$ cat config.mk
export PLATFORM = sky130hd
export DESIGN_NAME = sdram_tg_top
export DESIGN_NICKNAME = d
export VERILOG_FILES = /design/src/sdram_tg_pkg.sv /design/src/sdram_tg_if.sv /design/src/sdram_addr_gen.sv /design/src/sdram_data_gen.sv /design/src/sdram_pnf_checker.sv /design/src/sdram_tg_ctrl.sv /design/src/sdram_tg_top.sv
export SDC_FILE = /design/constraint.sdc
export NUM_CORES = 1
export LEC_CHECK = 0
export BUFFER_PORTS_ARGS = -buffer_cell sky130_fd_sc_hd__buf_4
export CORE_ASPECT_RATIO = 1.2
export CORE_MARGIN = 4
export CORE_UTILIZATION = 63
export CTS_BUF_LIST = sky130_fd_sc_hd__clkbuf_8
export CTS_CLUSTER_SIZE = 28
export DETAILED_ROUTE_END_ITERATION = 7
export PLACE_DENSITY = 0.94
export SLEW_MARGIN = 20
export SYNTH_ARGS = -nofsm -noshare
export SYNTH_HDL_FRONTEND = slang
export SYNTH_SLANG_ARGS = --single-unit
$ cat constraint.sdc
create_clock -name clk -period 9.4 [get_ports clk]
set_clock_uncertainty 0.1 [all_clocks]
set_input_delay 0 -clock clk [delete_from_list [all_inputs] [get_ports clk]]
set_output_delay 0 -clock clk [all_outputs]
set_load 0.02 [all_outputs]
$ cat src/sdram_tg_pkg.sv
// --------------------------------------
// SDRAM traffic generator package
// widths, address limits, burst length and
// controller states shared by the design
// --------------------------------------

package sdram_tg_pkg;

  // local port data and byte lanes
  typedef logic [15:0] data_t;
  typedef logic [7:0]  byte_t;
  localparam int unsigned NUM_LANES = 2;
  typedef logic [NUM_LANES-1:0] pnf_t;

  // local address fields
  typedef logic [11:0] row_t;
  typedef logic [9:0]  col_t;
  typedef logic [1:0]  bank_t;
  typedef logic [2:0]  size_t;

  // burst shape
  localparam size_t BURST_LEN = 3'd2;
  localparam col_t  COL_STEP  = 10'd4;

  // ----------------------------------------
  // test region limits
  // ----------------------------------------
  localparam col_t  MAX_COL  = 10'd16;
  localparam row_t  MAX_ROW  = 12'd3;
  localparam bank_t MAX_BANK = 2'd3;

  // lfsr reset values per lane
  localparam byte_t LANE0_SEED = 8'd1;
  localparam byte_t LANE1_SEED = 8'd11;

  typedef enum logic [2:0] {
    START,
    WRITE_FIRST,
    WRITE_REST,
    WRITE_LAST,
    READ,
    READ_DRAIN,
    DONE
  } ctrl_state_t;

endpackage

$ cat src/sdram_tg_if.sv
// --------------------------------------
// SDRAM traffic generator sideband
// address and seed control between blocks
// --------------------------------------

`timescale 1ns/1ps

interface sdram_tg_if;

  // address counter control
  logic addr_restart;
  logic addr_advance;
  logic addr_last;

  // lfsr seed control
  logic seed_capture;
  logic seed_load;

  modport ctrl (
    output addr_restart,
    output addr_advance,
    output seed_capture,
    output seed_load,
    input  addr_last
  );

  modport addr (
    input  addr_restart,
    input  addr_advance,
    output addr_last
  );

  modport data (
    input seed_capture,
    input seed_load
  );

endinterface

$ cat src/sdram_addr_gen.sv
// --------------------------------------
// SDRAM traffic generator address counter
// column, then row, then bank per burst
// --------------------------------------

`timescale 1ns/1ps

module sdram_addr_gen (
  input  logic               clk,
  input  logic               reset_n,
  sdram_tg_if.addr           tg,
  output sdram_tg_pkg::row_t  row,
  output sdram_tg_pkg::col_t  col,
  output sdram_tg_pkg::bank_t bank
);

  import sdram_tg_pkg::*;

  assign tg.addr_last = (col == MAX_COL) && (row == MAX_ROW) && (bank == MAX_BANK);

  always_ff @(posedge clk or negedge reset_n)
  begin
    if (!reset_n)
    begin
      row  <= '0;
      col  <= '0;
      bank <= '0;
    end
    else if (tg.addr_restart)
    begin
      row  <= '0;
      col  <= '0;
      bank <= '0;
    end
    else if (tg.addr_advance)
    begin
      // nested wrap at each field limit
      if (col >= MAX_COL)
      begin
        col <= '0;
        if (row == MAX_ROW)
        begin
          row  <= '0;
          bank <= (bank == MAX_BANK) ? '0 : bank + 1'b1;
        end
        else
          row <= row + 1'b1;
      end
      else
        col <= col + COL_STEP;
    end
  end

endmodule

$ cat src/sdram_data_gen.sv
// --------------------------------------
// SDRAM traffic generator data source
// one 8-bit lfsr per lane, seed save/reload
// --------------------------------------

`timescale 1ns/1ps

module sdram_data_gen (
  input  logic                clk,
  input  logic                reset_n,
  input  logic                step,
  sdram_tg_if.data            tg,
  output sdram_tg_pkg::data_t data
);

  import sdram_tg_pkg::*;

  byte_t lane [NUM_LANES];
  data_t seed_word;

  // x^8 + x^6 + x^5 + x^4 + 1
  function automatic byte_t lfsr_next(input byte_t cur);
    lfsr_next = {cur[6:0], cur[7] ^ cur[5] ^ cur[4] ^ cur[3]};
  endfunction

  always_comb
  begin
    for (int i = 0; i < NUM_LANES; i++)
      data[i*8 +: 8] = lane[i];
  end

  // ----------------------------------------
  // lane registers
  // ----------------------------------------
  always_ff @(posedge clk or negedge reset_n)
  begin
    if (!reset_n)
    begin
      lane[0] <= LANE0_SEED;
      lane[1] <= LANE1_SEED;
    end
    else
    begin
      for (int i = 0; i < NUM_LANES; i++)
      begin
        // reload wins over a step in the same cycle
        if (tg.seed_load)
          lane[i] <= seed_word[i*8 +: 8];
        else if (step)
          lane[i] <= lfsr_next(lane[i]);
      end
    end
  end

  // first word of the pass, replayed for the read back
  always_ff @(posedge clk)
  begin
    if (tg.seed_capture)
      seed_word <= data;
  end

endmodule

$ cat src/sdram_pnf_checker.sv
// --------------------------------------
// SDRAM traffic generator read checker
// per-lane compare and sticky pass flag
// --------------------------------------

`timescale 1ns/1ps

module sdram_pnf_checker (
  input  logic                clk,
  input  logic                reset_n,
  input  sdram_tg_pkg::data_t expected,
  input  sdram_tg_pkg::data_t rdata,
  input  logic                rdata_valid,
  output sdram_tg_pkg::pnf_t  pnf_per_byte,
  output logic                pnf_persist
);

  import sdram_tg_pkg::*;

  pnf_t compare;
  pnf_t compare_reg;
  pnf_t compare_valid;
  logic valid_d1;
  logic seen_valid;
  logic seen_d1;
  logic seen_d2;
  logic persist_pre;

  always_comb
  begin
    for (int i = 0; i < NUM_LANES; i++)
      compare[i] = (expected[i*8 +: 8] == rdata[i*8 +: 8]);
  end

  always_ff @(posedge clk or negedge reset_n)
  begin
    if (!reset_n)
    begin
      compare_reg   <= '1;
      compare_valid <= '1;
      pnf_per_byte  <= '1;
      valid_d1      <= 1'b0;
      seen_valid    <= 1'b0;
      seen_d1       <= 1'b0;
      seen_d2       <= 1'b0;
      persist_pre   <= 1'b0;
      pnf_persist   <= 1'b0;
    end
    else
    begin
      compare_reg <= compare;
      valid_d1    <= rdata_valid;
      if (valid_d1)
        compare_valid <= compare_reg;
      // output stage
      pnf_per_byte <= compare_valid;
      // first read beat seen, then aged to line up with compare_valid
      if (rdata_valid)
        seen_valid <= 1'b1;
      seen_d1 <= seen_valid;
      seen_d2 <= seen_d1;
      // once low, stays low until reset
      persist_pre <= (&compare_valid) & seen_d1 & (seen_d2 ? persist_pre : 1'b1);
      pnf_persist <= persist_pre;
    end
  end

endmodule

$ cat src/sdram_tg_ctrl.sv
// --------------------------------------
// SDRAM traffic generator pass FSM
// write bursts, read back, then signal done
// --------------------------------------

`timescale 1ns/1ps

module sdram_tg_ctrl (
  input  logic     clk,
  input  logic     reset_n,
  input  logic     local_ready,
  input  logic     local_rdata_valid,
  output logic     write_req,
  output logic     read_req,
  output logic     burst_begin,
  output logic     test_complete,
  sdram_tg_if.ctrl tg
);

  import sdram_tg_pkg::*;

  ctrl_state_t state;
  logic        first_burst;
  logic [7:0]  reads_pending;
  logic        write_accept;
  logic        read_accept;

  assign write_accept = write_req & local_ready;
  assign read_accept  = read_req & local_ready;

  // no advance on the final burst, the address is restarted instead
  assign tg.addr_advance = ((state == WRITE_FIRST) && write_accept && !tg.addr_last) ||
                           ((state == READ) && read_accept && !tg.addr_last);
  assign tg.addr_restart = ((state == WRITE_LAST) && write_accept) || (state == DONE);
  assign tg.seed_capture = first_burst && (state == WRITE_FIRST) && write_accept;
  assign tg.seed_load    = (state == WRITE_LAST) && write_accept;

  // ----------------------------------------
  // outstanding read beats
  // ----------------------------------------
  always_ff @(posedge clk or negedge reset_n)
  begin
    if (!reset_n)
      reads_pending <= '0;
    else
    begin
      case ({read_accept, local_rdata_valid})
        2'b10:   reads_pending <= reads_pending + BURST_LEN;
        2'b11:   reads_pending <= reads_pending + BURST_LEN - 1'b1;
        2'b01:   reads_pending <= reads_pending - 1'b1;
        default: reads_pending <= reads_pending;
      endcase
    end
  end

  // ----------------------------------------
  // pass sequencing
  // ----------------------------------------
  always_ff @(posedge clk or negedge reset_n)
  begin
    if (!reset_n)
    begin
      state         <= START;
      write_req     <= 1'b0;
      read_req      <= 1'b0;
      burst_begin   <= 1'b0;
      test_complete <= 1'b0;
      first_burst   <= 1'b0;
    end
    else
    begin
      case (state)
        START:
        begin
          write_req   <= 1'b1;
          burst_begin <= 1'b1;
          first_burst <= 1'b1;
          state       <= WRITE_FIRST;
        end
        WRITE_FIRST:
          if (write_accept)
          begin
            burst_begin <= 1'b0;
            first_burst <= 1'b0;
            state       <= tg.addr_last ? WRITE_LAST : WRITE_REST;
          end
        WRITE_REST:
          if (write_accept)
          begin
            burst_begin <= 1'b1;
            state       <= WRITE_FIRST;
          end
        // second beat of the final write burst
        WRITE_LAST:
          if (write_accept)
          begin
            write_req   <= 1'b0;
            read_req    <= 1'b1;
            burst_begin <= 1'b1;
            state       <= READ;
          end
        READ:
          if (read_accept && tg.addr_last)
          begin
            read_req    <= 1'b0;
            burst_begin <= 1'b0;
            state       <= READ_DRAIN;
          end
        READ_DRAIN:
          if (reads_pending == '0)
          begin
            test_complete <= 1'b1;
            state         <= DONE;
          end
        DONE:
        begin
          test_complete <= 1'b0;
          state         <= START;
        end
        default: state <= START;
      endcase
    end
  end

endmodule

$ cat src/sdram_tg_top.sv
// --------------------------------------
// SDRAM traffic generator top level
// drives the controller local port
// --------------------------------------

`timescale 1ns/1ps

module sdram_tg_top (
  input  logic                clk,
  input  logic                reset_n,
  input  logic                local_ready,
  input  sdram_tg_pkg::data_t local_rdata,
  input  logic                local_rdata_valid,
  output logic                local_write_req,
  output logic                local_read_req,
  output logic                local_burstbegin,
  output sdram_tg_pkg::size_t local_size,
  output sdram_tg_pkg::row_t  local_row_addr,
  output sdram_tg_pkg::col_t  local_col_addr,
  output sdram_tg_pkg::bank_t local_bank_addr,
  output sdram_tg_pkg::data_t local_wdata,
  output sdram_tg_pkg::pnf_t  pnf_per_byte,
  output logic                pnf_persist,
  output logic                test_complete
);

  import sdram_tg_pkg::*;

  data_t gen_data;
  logic  data_step;

  sdram_tg_if tg_if ();

  // one lfsr step per accepted write beat or returned read beat
  assign data_step   = (local_write_req & local_ready) | local_rdata_valid;
  assign local_wdata = gen_data;
  assign local_size  = BURST_LEN;

  sdram_tg_ctrl ctrl_i (
    .clk               (clk),
    .reset_n           (reset_n),
    .local_ready       (local_ready),
    .local_rdata_valid (local_rdata_valid),
    .write_req         (local_write_req),
    .read_req          (local_read_req),
    .burst_begin       (local_burstbegin),
    .test_complete     (test_complete),
    .tg                (tg_if.ctrl)
  );

  sdram_addr_gen addr_gen_i (
    .clk     (clk),
    .reset_n (reset_n),
    .tg      (tg_if.addr),
    .row     (local_row_addr),
    .col     (local_col_addr),
    .bank    (local_bank_addr)
  );

  sdram_data_gen data_gen_i (
    .clk     (clk),
    .reset_n (reset_n),
    .step    (data_step),
    .tg      (tg_if.data),
    .data    (gen_data)
  );

  sdram_pnf_checker pnf_checker_i (
    .clk          (clk),
    .reset_n      (reset_n),
    .expected     (gen_data),
    .rdata        (local_rdata),
    .rdata_valid  (local_rdata_valid),
    .pnf_per_byte (pnf_per_byte),
    .pnf_persist  (pnf_persist)
  );

endmodule

==> results.py, run 1 <==
metrics = {
    "critical_path": {
        "critPathBufInv": 0,
        "path_delay_family": "compound AO/OA/AOI/OAI gates",
        "arrival_ns": 2.61,
        "worst-setup-path-type": "flip-flop to flip-flop",
        "crit_chain": "nand3b_1, a211o_2, a21oi_4, a21oi_2, or3_2, a21oi_2",
        "crit_slowest_cell": "dfrtp_1",
        "cp.depth": 6,
        "cp-end-kind": "flip-flop",
        "reg2regPathDepth": 6,
        "crit_top_cell": "a21oi_2",
        "cp_max_fo": 17,
        "max_stage_delay_ns": 0.65,
        "start_kind": "flip-flop",
        "worstPathRequired_ns": 9.59,
    },
    "floorplan": {
        "num_rows": 31,
        "die_h_um": 96.3,
        "core-area_um2": 6170,
        "die_w_um": 81.5,
        "ios": 70,
        "die_area_um2": 7850,
        "start_util": 0.663,
    },
    "timing": {
        "hold_violations": 0,
        "max_freq_ghz": 0.414,
        "slew_headroom": 0.335,
        "fin_tns_setup_ns": 0,
        "setup_violations": 0,
        "finalCritPeriodShare": 0.257,
        "whs_ns": 0.177,
        "slew_violations": 0,
        "rsz0062_at_grt": "no",
        "finalWorstPathRequiredPeriod_ns": 2.42,
        "tightestPinTransition_ns": 0.994,
    },
    "logic_synthesis": {
        "avgSynthCellArea_um2": 10.5,
        "synth_compound_area_frac": 0.124,
        "synth-edff-count": 16,
        "synth.area.top_cells": "dfrtp_1 34%, edfxtp_1 12%, dfstp_2 6.4%, xnor2_1 6.4%, nand2_1 4.7%",
        "ys.flop_type": "dfrtp_1",
        "synth_common_cells": "56 x dfrtp_1, 51 x nand2_1, 30 x xnor2_1",
        "synth_top_family_by_area": "simple AND/OR/NAND/NOR gates",
        "ys_warn_count": 0,
        "synthSimpleGateAreaFrac": 0.189,
        "yosysSeqAreaShare": 0.524,
        "synthDistinctLibCells": 63,
        "postSynth.asyncResetShare": 0.805,
        "synth_fa_ha_area_frac": 0.0214,
        "yosysMostFrequentCell": "dfrtp_1",
        "syn-cell-area_um2": 4090,
        "synthXorXnorAreaFrac": 0.0900,
        "netlist.area_leader.share": 0.343,
        "ys_ff_latch": 82,
        "synth_area_leader_cell": "dfrtp_1",
        "muxShareOfSynthArea": 0.0132,
        "syn_inst": 388,
    },
    "grt": {
        "grt_pass1_wl_um": 15500,
        "grtUsageTotal": 0.263,
        "grt_pass1_vias": 3219,
        "gr-total-overflow": 0,
        "grt_max_degree": 67,
        "grt_antenna_before_repair": 0,
    },
    "clocking": {
        "cts_htree_levels": 3,
        "cts_setup_buffers": 0,
        "clockRootBuffer": "clkbuf_8",
        "cts_sinks": 82,
        "cts_tree": "yes",
        "cts_buffers": 9,
        "clk_latency_ns": 0.36,
        "clock_path_buffers": 2,
        "clkTransAtPathRegs_ns": 0.09,
    },
    "power_and_ir_drop": {
        "clkPwrFrac": 0.188,
        "p_switching_mw": 0.598,
        "cellInternalPower_mw": 0.849,
        "switching_share": 0.413,
        "powerDensity_nw_per_um2": 295,
        "leakage_nw": 2.14,
        "seqPwrFrac": 0.429,
        "vdd.ir_drop.worst_mv": 0.230,
        "power_frac_comb": 0.384,
    },
    "placement": {
        "dpl.hpwl_um": 6440,
        "port_buffers": 64,
        "gp_congestion": 0.898,
    },
    "route": {
        "detail-route-antenna-nets": 0,
        "drc": 0,
        "dr.first_iter.drc_count": 201,
        "vias": 3227,
        "wl_per_cell_um": 17.6,
        "firstDrtPassIters": 5,
        "routed_wirelength_um": 9590,
        "routed_via_density": 5.93,
    },
    "cells_and_area": {
        "fill_cells": 364,
        "n_antenna_cell": 0,
        "area_growth_pct": 19.8,
        "drive_gt1_frac": 0.258,
        "fin_util": 0.794,
        "final_nets": 484,
    },
    "status": {
        "outcome": "completed",
    },
    "run": {
        "drv_cap": 0,
    },
    "hold_path": {
        "min_path_type": "input port to async pin",
    },
}
==> cells in the final DEF (no fill, tap or decap), types with 2 or more instances in the layout <==
cell           Yosys  final
nand2b_1           2      2
dfrtp_1           56     56
o22ai_1            3      3
inv_1              8      8
o21ai_0           10     10
nand3b_1           2      2
xor2_1            12     12
ha_1               7      7
mux2_2             3      3
o31ai_1            6      6
inv_6              0      3
dlygate4sd3_1      0      9
a31oi_1            3      3
a211oi_1           3      3
nand4_1            6      6
nor3_1             6      6
nor2_1            25     25
conb_1             2      5
clkinv_4           0      2
o21a_1             2      2
a22oi_1           14     14
and3_1             9      9
clkbuf_8           0      9
edfxtp_1          16     16
mux2i_1            2      2
o21ai_1            2      2
a21oi_2            2      2
or4_1              2      2
or3_2              2      2
and2_2             4      4
nand3_1           23     23
buf_4              6     67
a21oi_1           13     13
and4_1             2      2
nand2_1           51     51
dfstp_2           10     10
xnor2_1           30     30
==> final cells by class <==
cell class              count  area [µm²]  share of cell area
clock buffers               9         124              0.0253
multi-input cells         280        1820               0.371
inverters                   8        30.0             0.00613
well taps                  82         103              0.0209
flip-flops and latches     82        2140               0.438
repair buffers             76         593               0.121
clock inverters             7        85.1              0.0174
==> repair_timing <==
action / 4_1_cts / 5_1_grt
hold endpoints to repair: 65 / 0
gates resized for setup: 0 / 0
hold buffers: 9 / 0
==> power by group through the flow <==
stage | clock network, mW | registers, mW | logic (mW)
floorplan | 0 | 0.621 | 0.352
global placement | 0 | 0.608 | 0.508
detailed placement | 0 | 0.618 | 0.541
global route | 0.287 | 0.636 | 0.607
CTS | 0.271 | 0.615 | 0.554
finish | 0.272 | 0.620 | 0.555
==> path summary, 6_finish.rpt <==
| path | startpoint | to | slack, ns |
|---|---|---|---|
| worst max-delay path | ctrl_i.state[2]$_DFFE_PN0P_ | addr_gen_i.row[6]$_DFFE_PN0P_ | 6.98 |
| worst min-delay path | reset_n | pnf_checker_i.persist_pre$_DFF_PN0_ | 0.18 |
| worst max register to register | ctrl_i.state[2]$_DFFE_PN0P_ | addr_gen_i.row[6]$_DFFE_PN0P_ | 6.98 |
| worst min register to register | pnf_checker_i.compare_valid[0]$_DFFE_PN1P_ | pnf_checker_i.pnf_per_byte[0]$_DFF_PN1_ | 0.28 |
| max in group asynchronous | reset_n | addr_gen_i.row[8]$_DFFE_PN0P_ | 8.50 |
| min in group clk | pnf_checker_i.compare_valid[0]$_DFFE_PN1P_ | pnf_checker_i.pnf_per_byte[0]$_DFF_PN1_ | 0.28 |
==> per-layer routing <==
layer	wire length [µm]	track usage	share of wire	vias to the layer above
met5	0	0	0	-
met4	314	0.141	0.033	0
met3	588	0.0431	0.061	31
met2	4880	0.448	0.51	140
met1	3810	0.317	0.40	1551
li1	-	-	-	1505
==> worst reg2reg max path, cell delays in order (launching register included) <==
cell	delay, ns
dfrtp_1	0.65
nand3b_1	0.13
a211o_2	0.42
a21oi_4	0.23
a21oi_2	0.18
or3_2	0.49
a21oi_2	0.15
==> through the flow <==
stage	instances	cell area (µm²)	setup WS (ns)	power, mW
floorplan	391	4100	6.30	0.973
global placement	519	4600	7.12	1.12
detailed placement	519	4600	7.02	1.16
CTS	544	4900	6.99	1.44
global route	544	4900	6.84	1.53
finish	544	4900	6.98	1.45
==> cells by family after synthesis <==
kind of cell    after synthesis
xor+xnor                     42
mux                           5
fa+ha+maj                     7
buf+inv                      29
other cells                   2
compound gates               71
simple gates                150
flops                        82
(Power assumes the default switching activity.)
==> inputs of run 2 (changes only) <==
Settings changed: CORE_UTILIZATION 63 to 53, PLACE_DENSITY 0.94 to 0.85.
Clock period 9.4 ns to 2.15 ns, I/O delays scaled along.
==> results.py, run 2 (synthesis gave the netlist of run 1 again) <==
metrics = {
    "status": {
        "outcome": "completed",
    },
    "placement": {
        "gp_congestion": 0.849,
        "dpl.hpwl_um": 6510,
        "port_buffers": 64,
        "placed_cell_area_um2": 4790,
    },
    "cells_and_area": {
        "final_nets": 510,
        "layout_commonest_cell": "buf_4",
        "final_area_um2": 5180,
        "drive_gt1_frac": 0.311,
        "seqCellArea_um2": 2150,
        "multi_input_area_um2": 1870,
        "fin_util": 0.700,
        "area_growth_pct": 26.7,
        "final_cell_mix": "90 x buf_4, 54 x dfrtp_1, 51 x nand2_1",
        "n_antenna_cell": 0,
        "fill_cells": 557,
    },
    "timing": {
        "max_freq_ghz": 0.479,
        "setup_violations": 0,
        "finalWorstPathRequiredPeriod_ns": 2.09,
        "slew_violations": 0,
        "hold_violations": 0,
        "rsz0062_at_grt": "yes",
        "finalCritPeriodShare": 0.972,
        "fin_tns_setup_ns": 0,
        "tightestPinTransition_ns": 0.823,
        "slew_headroom": 0.451,
    },
    "critical_path": {
        "critPathLaunch": "addr_gen_i.col[7]$_DFFE_PN0P_",
        "cp-end-kind": "flip-flop",
        "rr_startpoint": "addr_gen_i.col[7]$_DFFE_PN0P_",
        "worstPathRequired_ns": 2.30,
        "worst-setup-path-type": "flip-flop to flip-flop",
        "start_kind": "flip-flop",
        "arrival_ns": 2.24,
        "cp_max_fo": 4,
    },
    "floorplan": {
        "die_area_um2": 9190,
        "ios": 70,
        "start_util": 0.552,
        "core-area_um2": 7400,
        "die_w_um": 88.2,
        "die_h_um": 104,
        "num_rows": 34,
    },
    "clocking": {
        "clkTransAtPathRegs_ns": 0.09,
        "clockRootBuffer": "clkbuf_8",
        "cts_buffers": 9,
        "cts_tree": "yes",
        "cts_sinks": 82,
        "cts_htree_levels": 3,
        "clk_latency_ns": 0.36,
        "clock_path_buffers": 2,
    },
    "route": {
        "wl_per_cell_um": 16.3,
        "routed_wirelength_um": 9440,
        "drc": 0,
        "detail-route-antenna-nets": 0,
        "routed_via_density": 5.64,
        "vias": 3258,
        "dr.first_iter.drc_count": 155,
        "firstDrtPassIters": 5,
    },
    "grt": {
        "grt_antenna_before_repair": 0,
        "gr-total-overflow": 0,
        "grtUsageTotal": 0.219,
        "grt_pass1_vias": 3404,
        "grt_pass1_wl_um": 16000,
        "grt_max_degree": 67,
    },
    "run": {
        "drv_cap": 0,
    },
    "power_and_ir_drop": {
        "leakage_nw": 2.26,
        "powerDensity_nw_per_um2": 1270,
        "vdd.ir_drop.worst_mv": 0.818,
    },
    "hold_path": {
        "min_path_type": "input port to async pin",
    },
}
## run 2: final cells by class
cell class              count  area share
clock inverters             7      0.0186
clock buffers               9      0.0239
repair buffers            102       0.154
inverters                   8     0.00580
flip-flops and latches     82       0.414
multi-input cells         280       0.362
well taps                  90      0.0217
## run 2: repair_timing
action / CTS / global route
setup endpoints to repair: 7 / 31
cloned: 0 / 0
resized for setup: 2 / 9
setup buffers: 0 / 2
pin swaps: 0 / 2
hold buffers: 11 / 0
endpoints found under the hold margin: 67 / 0
## run 2: layer usage
layer / part of all wire / vias to the layer above / track usage
met4: 0.022 / 0 / 0.0907
met3: 0.052 / 17 / 0.0349
met5: 0 / - / 0
li1: - / 1557 / -
met1: 0.40 / 1589 / 0.265
met2: 0.53 / 95 / 0.378
## run 2: metrics by stage
step,total power [mW],cells,setup slack [ns],hold WS [ns]
4_1_cts,6.54,576,0.00982,0.196
3_5_place_dp,5.26,549,-0.0387,0.0500
2_1_floorplan,4.28,391,0.0161,-0.396
3_3_place_gp,5.10,549,0.0554,0.0435
5_1_grt,7.00,578,-0.0533,0.249
6_report,6.56,578,0.0602,0.175
## run 2: critical path: stages (launching register included)
cell,delay (ns)
dfrtp_1,0.39
or4_4,0.58
nor4b_4,0.33
and2_2,0.22
nand2_1,0.08
nor3_2,0.17
o22ai_1,0.12
## run 2: final timing paths
check / endpoint / depth (start not counted) / slack [ns]
min in group clk: pnf_checker_i.seen_d1$_DFF_PN0_ / 0 / 0.28
setup reg to reg: ctrl_i.burst_begin$_DFFE_PN0P_ / 6 / 0.06
hold / removal: addr_gen_i.col[8]$_DFFE_PN0P_ / 2 / 0.17
setup / recovery: ctrl_i.burst_begin$_DFFE_PN0P_ / 6 / 0.06
max in group asynchronous: addr_gen_i.row[0]$_DFFE_PN0P_ / 2 / 1.20
hold reg to reg: pnf_checker_i.seen_d1$_DFF_PN0_ / 0 / 0.28
## run 2: power breakdown
part | switching (mW) | total (mW) | leakage (nW) | internal (mW)
logic | 1.47 | 2.76 | 1.21 | 1.29
clock network | 0.649 | 1.22 | 0.109 | 0.575
registers | 0.509 | 2.58 | 0.950 | 2.07
==> inputs of run 3 (changes only) <==
Settings changed: CORE_UTILIZATION 53 to 63, PLACE_DENSITY 0.85 to 0.94.
Clock period 2.15 ns to 2.6 ns, I/O delays scaled along.
==> results.py, run 3 (synthesis gave the netlist of run 1 again) <==
metrics = {
    "timing": {
        "setup_ws_ns": 0.212,
        "slew_headroom": 0.407,
        "fin_tns_setup_ns": 0,
        "finalCritPeriodShare": 0.918,
        "hold_violations": 0,
        "rsz0062_at_grt": "no",
        "tightestPinTransition_ns": 0.887,
        "max_freq_ghz": 0.419,
        "slew_violations": 0,
        "finalWorstPathRequiredPeriod_ns": 2.39,
        "setup_violations": 0,
    },
    "critical_path": {
        "worstPathRequired_ns": 2.75,
        "max_stage_delay_ns": 0.58,
        "crit_slowest_cell": "or4_4",
        "reg2regPathDepth": 6,
        "cp-end-kind": "flip-flop",
        "arrival_ns": 2.53,
        "rrSetupSlack_ns": 0.21,
        "cp_max_fo": 11,
        "r2r_end": "addr_gen_i.row[6]$_DFFE_PN0P_",
        "worst-setup-path-type": "flip-flop to flip-flop",
        "crit_chain": "or4_4, nor4b_4, a21oi_4, a21oi_2, or3_2, a21oi_2",
        "rr_startpoint": "addr_gen_i.col[7]$_DFFE_PN0P_",
        "start_kind": "flip-flop",
        "crit_top_cell": "a21oi_2",
    },
    "clocking": {
        "cts_resized": 0,
        "clkTransAtPathRegs_ns": 0.09,
        "cts_tree": "yes",
        "clock_path_buffers": 2,
        "cts_htree_levels": 3,
        "cts_buffers": 9,
        "clk_latency_ns": 0.36,
        "clockRootBuffer": "clkbuf_8",
        "cts_sinks": 82,
    },
    "hold_path": {
        "min_path_type": "input port to async pin",
    },
    "route": {
        "top_layer_used": "met4",
        "routed_wirelength_um": 9450,
        "detail-route-antenna-nets": 0,
        "wl_per_cell_um": 17.2,
        "drc": 0,
        "wl_met1_um": 3580,
        "firstDrtPassIters": 5,
        "vias": 3335,
        "met3_length_um": 647,
        "dr.first_iter.drc_count": 287,
        "routed_via_density": 6.07,
        "wl_met2_um": 4980,
    },
    "grt": {
        "grt_pass1_wl_um": 15700,
        "grt_pass1_vias": 3215,
        "grt_max_degree": 67,
        "grtUsageTotal": 0.263,
        "gr-total-overflow": 0,
        "grt_antenna_before_repair": 0,
    },
    "floorplan": {
        "die_h_um": 96.3,
        "ios": 70,
        "die_area_um2": 7850,
        "num_rows": 31,
        "core-area_um2": 6170,
        "die_w_um": 81.5,
        "start_util": 0.663,
    },
    "run": {
        "drv_cap": 0,
    },
    "cells_and_area": {
        "area_growth_pct": 21.2,
        "final_area_um2": 4960,
        "final_nets": 489,
        "n_antenna_cell": 0,
        "layout_commonest_cell": "buf_4",
        "final_cell_mix": "72 x buf_4, 56 x dfrtp_1, 51 x nand2_1",
        "drive_gt1_frac": 0.266,
        "fill_cells": 356,
    },
    "power_and_ir_drop": {
        "power_frac_comb": 0.401,
        "vdd.ir_drop.worst_mv": 0.848,
        "clkPwrFrac": 0.194,
        "powerDensity_nw_per_um2": 1080,
        "cellInternalPower_mw": 3.20,
        "leakage_nw": 2.18,
        "switching_share": 0.401,
        "p_switching_mw": 2.15,
        "seqPwrFrac": 0.405,
    },
    "status": {
        "outcome": "completed",
    },
    "placement": {
        "pre_cts_ws_ns": 0.242,
        "placed_cell_area_um2": 4650,
        "gp_congestion": 0.935,
        "dpl.hpwl_um": 6140,
        "port_buffers": 64,
    },
}
[run 3: final cells by class]
class | count | area, µm² | area share
clock buffers | 9 | 124 | 0.0250
clock inverters | 7 | 97.6 | 0.0197
inverters | 8 | 30.0 | 0.00606
multi-input cells | 280 | 1830 | 0.369
flip-flops and latches | 82 | 2140 | 0.433
well taps | 82 | 103 | 0.0207
repair buffers | 81 | 631 | 0.127
[run 3: power groups by stage]
stage	clock, mW	combinational [mW]	sequential [mW]
floorplan	0	1.28	2.24
global placement	0	1.95	2.14
detailed placement	0	2.06	2.16
CTS	1.04	2.11	2.15
global route	1.11	2.33	2.22
finish	1.04	2.14	2.16
[run 3: worst max path at each step]
stage	startpoint	depth (start not counted)	endpoint
after floorplan	ctrl_i.write_req$_DFFE_PN0P_	3	data_gen_i.seed_word[0]$_DFFE_PP_
after global placement	addr_gen_i.col[7]$_DFFE_PN0P_	6	addr_gen_i.row[6]$_DFFE_PN0P_
after detailed placement	addr_gen_i.col[7]$_DFFE_PN0P_	6	addr_gen_i.row[6]$_DFFE_PN0P_
after CTS	addr_gen_i.col[7]$_DFFE_PN0P_	6	addr_gen_i.row[6]$_DFFE_PN0P_
after global routing	addr_gen_i.col[7]$_DFFE_PN0P_	6	addr_gen_i.row[3]$_DFFE_PN0P_
final	addr_gen_i.col[7]$_DFFE_PN0P_	6	addr_gen_i.row[6]$_DFFE_PN0P_
[run 3: metal layers]
metal / vias up / global-route usage
li1: 1520 / -
met1: 1624 / 0.323
met2: 163 / 0.455
met3: 28 / 0.0487
met4: 0 / 0.104
met5: - / 0
[run 3: per-stage QoR]
step	util	power, mW	cells	hold WS (ns)
5_1_grt	0.804	5.65	549	0.266
2_1_floorplan	-	3.52	391	-0.396
4_1_cts	0.804	5.30	549	0.200
3_3_place_gp	0.753	4.09	524	0.0439
3_5_place_dp	0.753	4.22	524	0.0484
6_report	0.804	5.34	549	0.177
[run 3: repair_timing]
item,in CTS,in global routing
setup buffers,0,0
endpoints found under the hold margin,66,0
hold buffers,9,0
[run 3: worst max-delay path: cells and delay by family, from the launching register on]
kind | cells | cell delay, ns
compound gates | 3 | 0.59
flops | 1 | 0.41
simple gates | 3 | 1.18
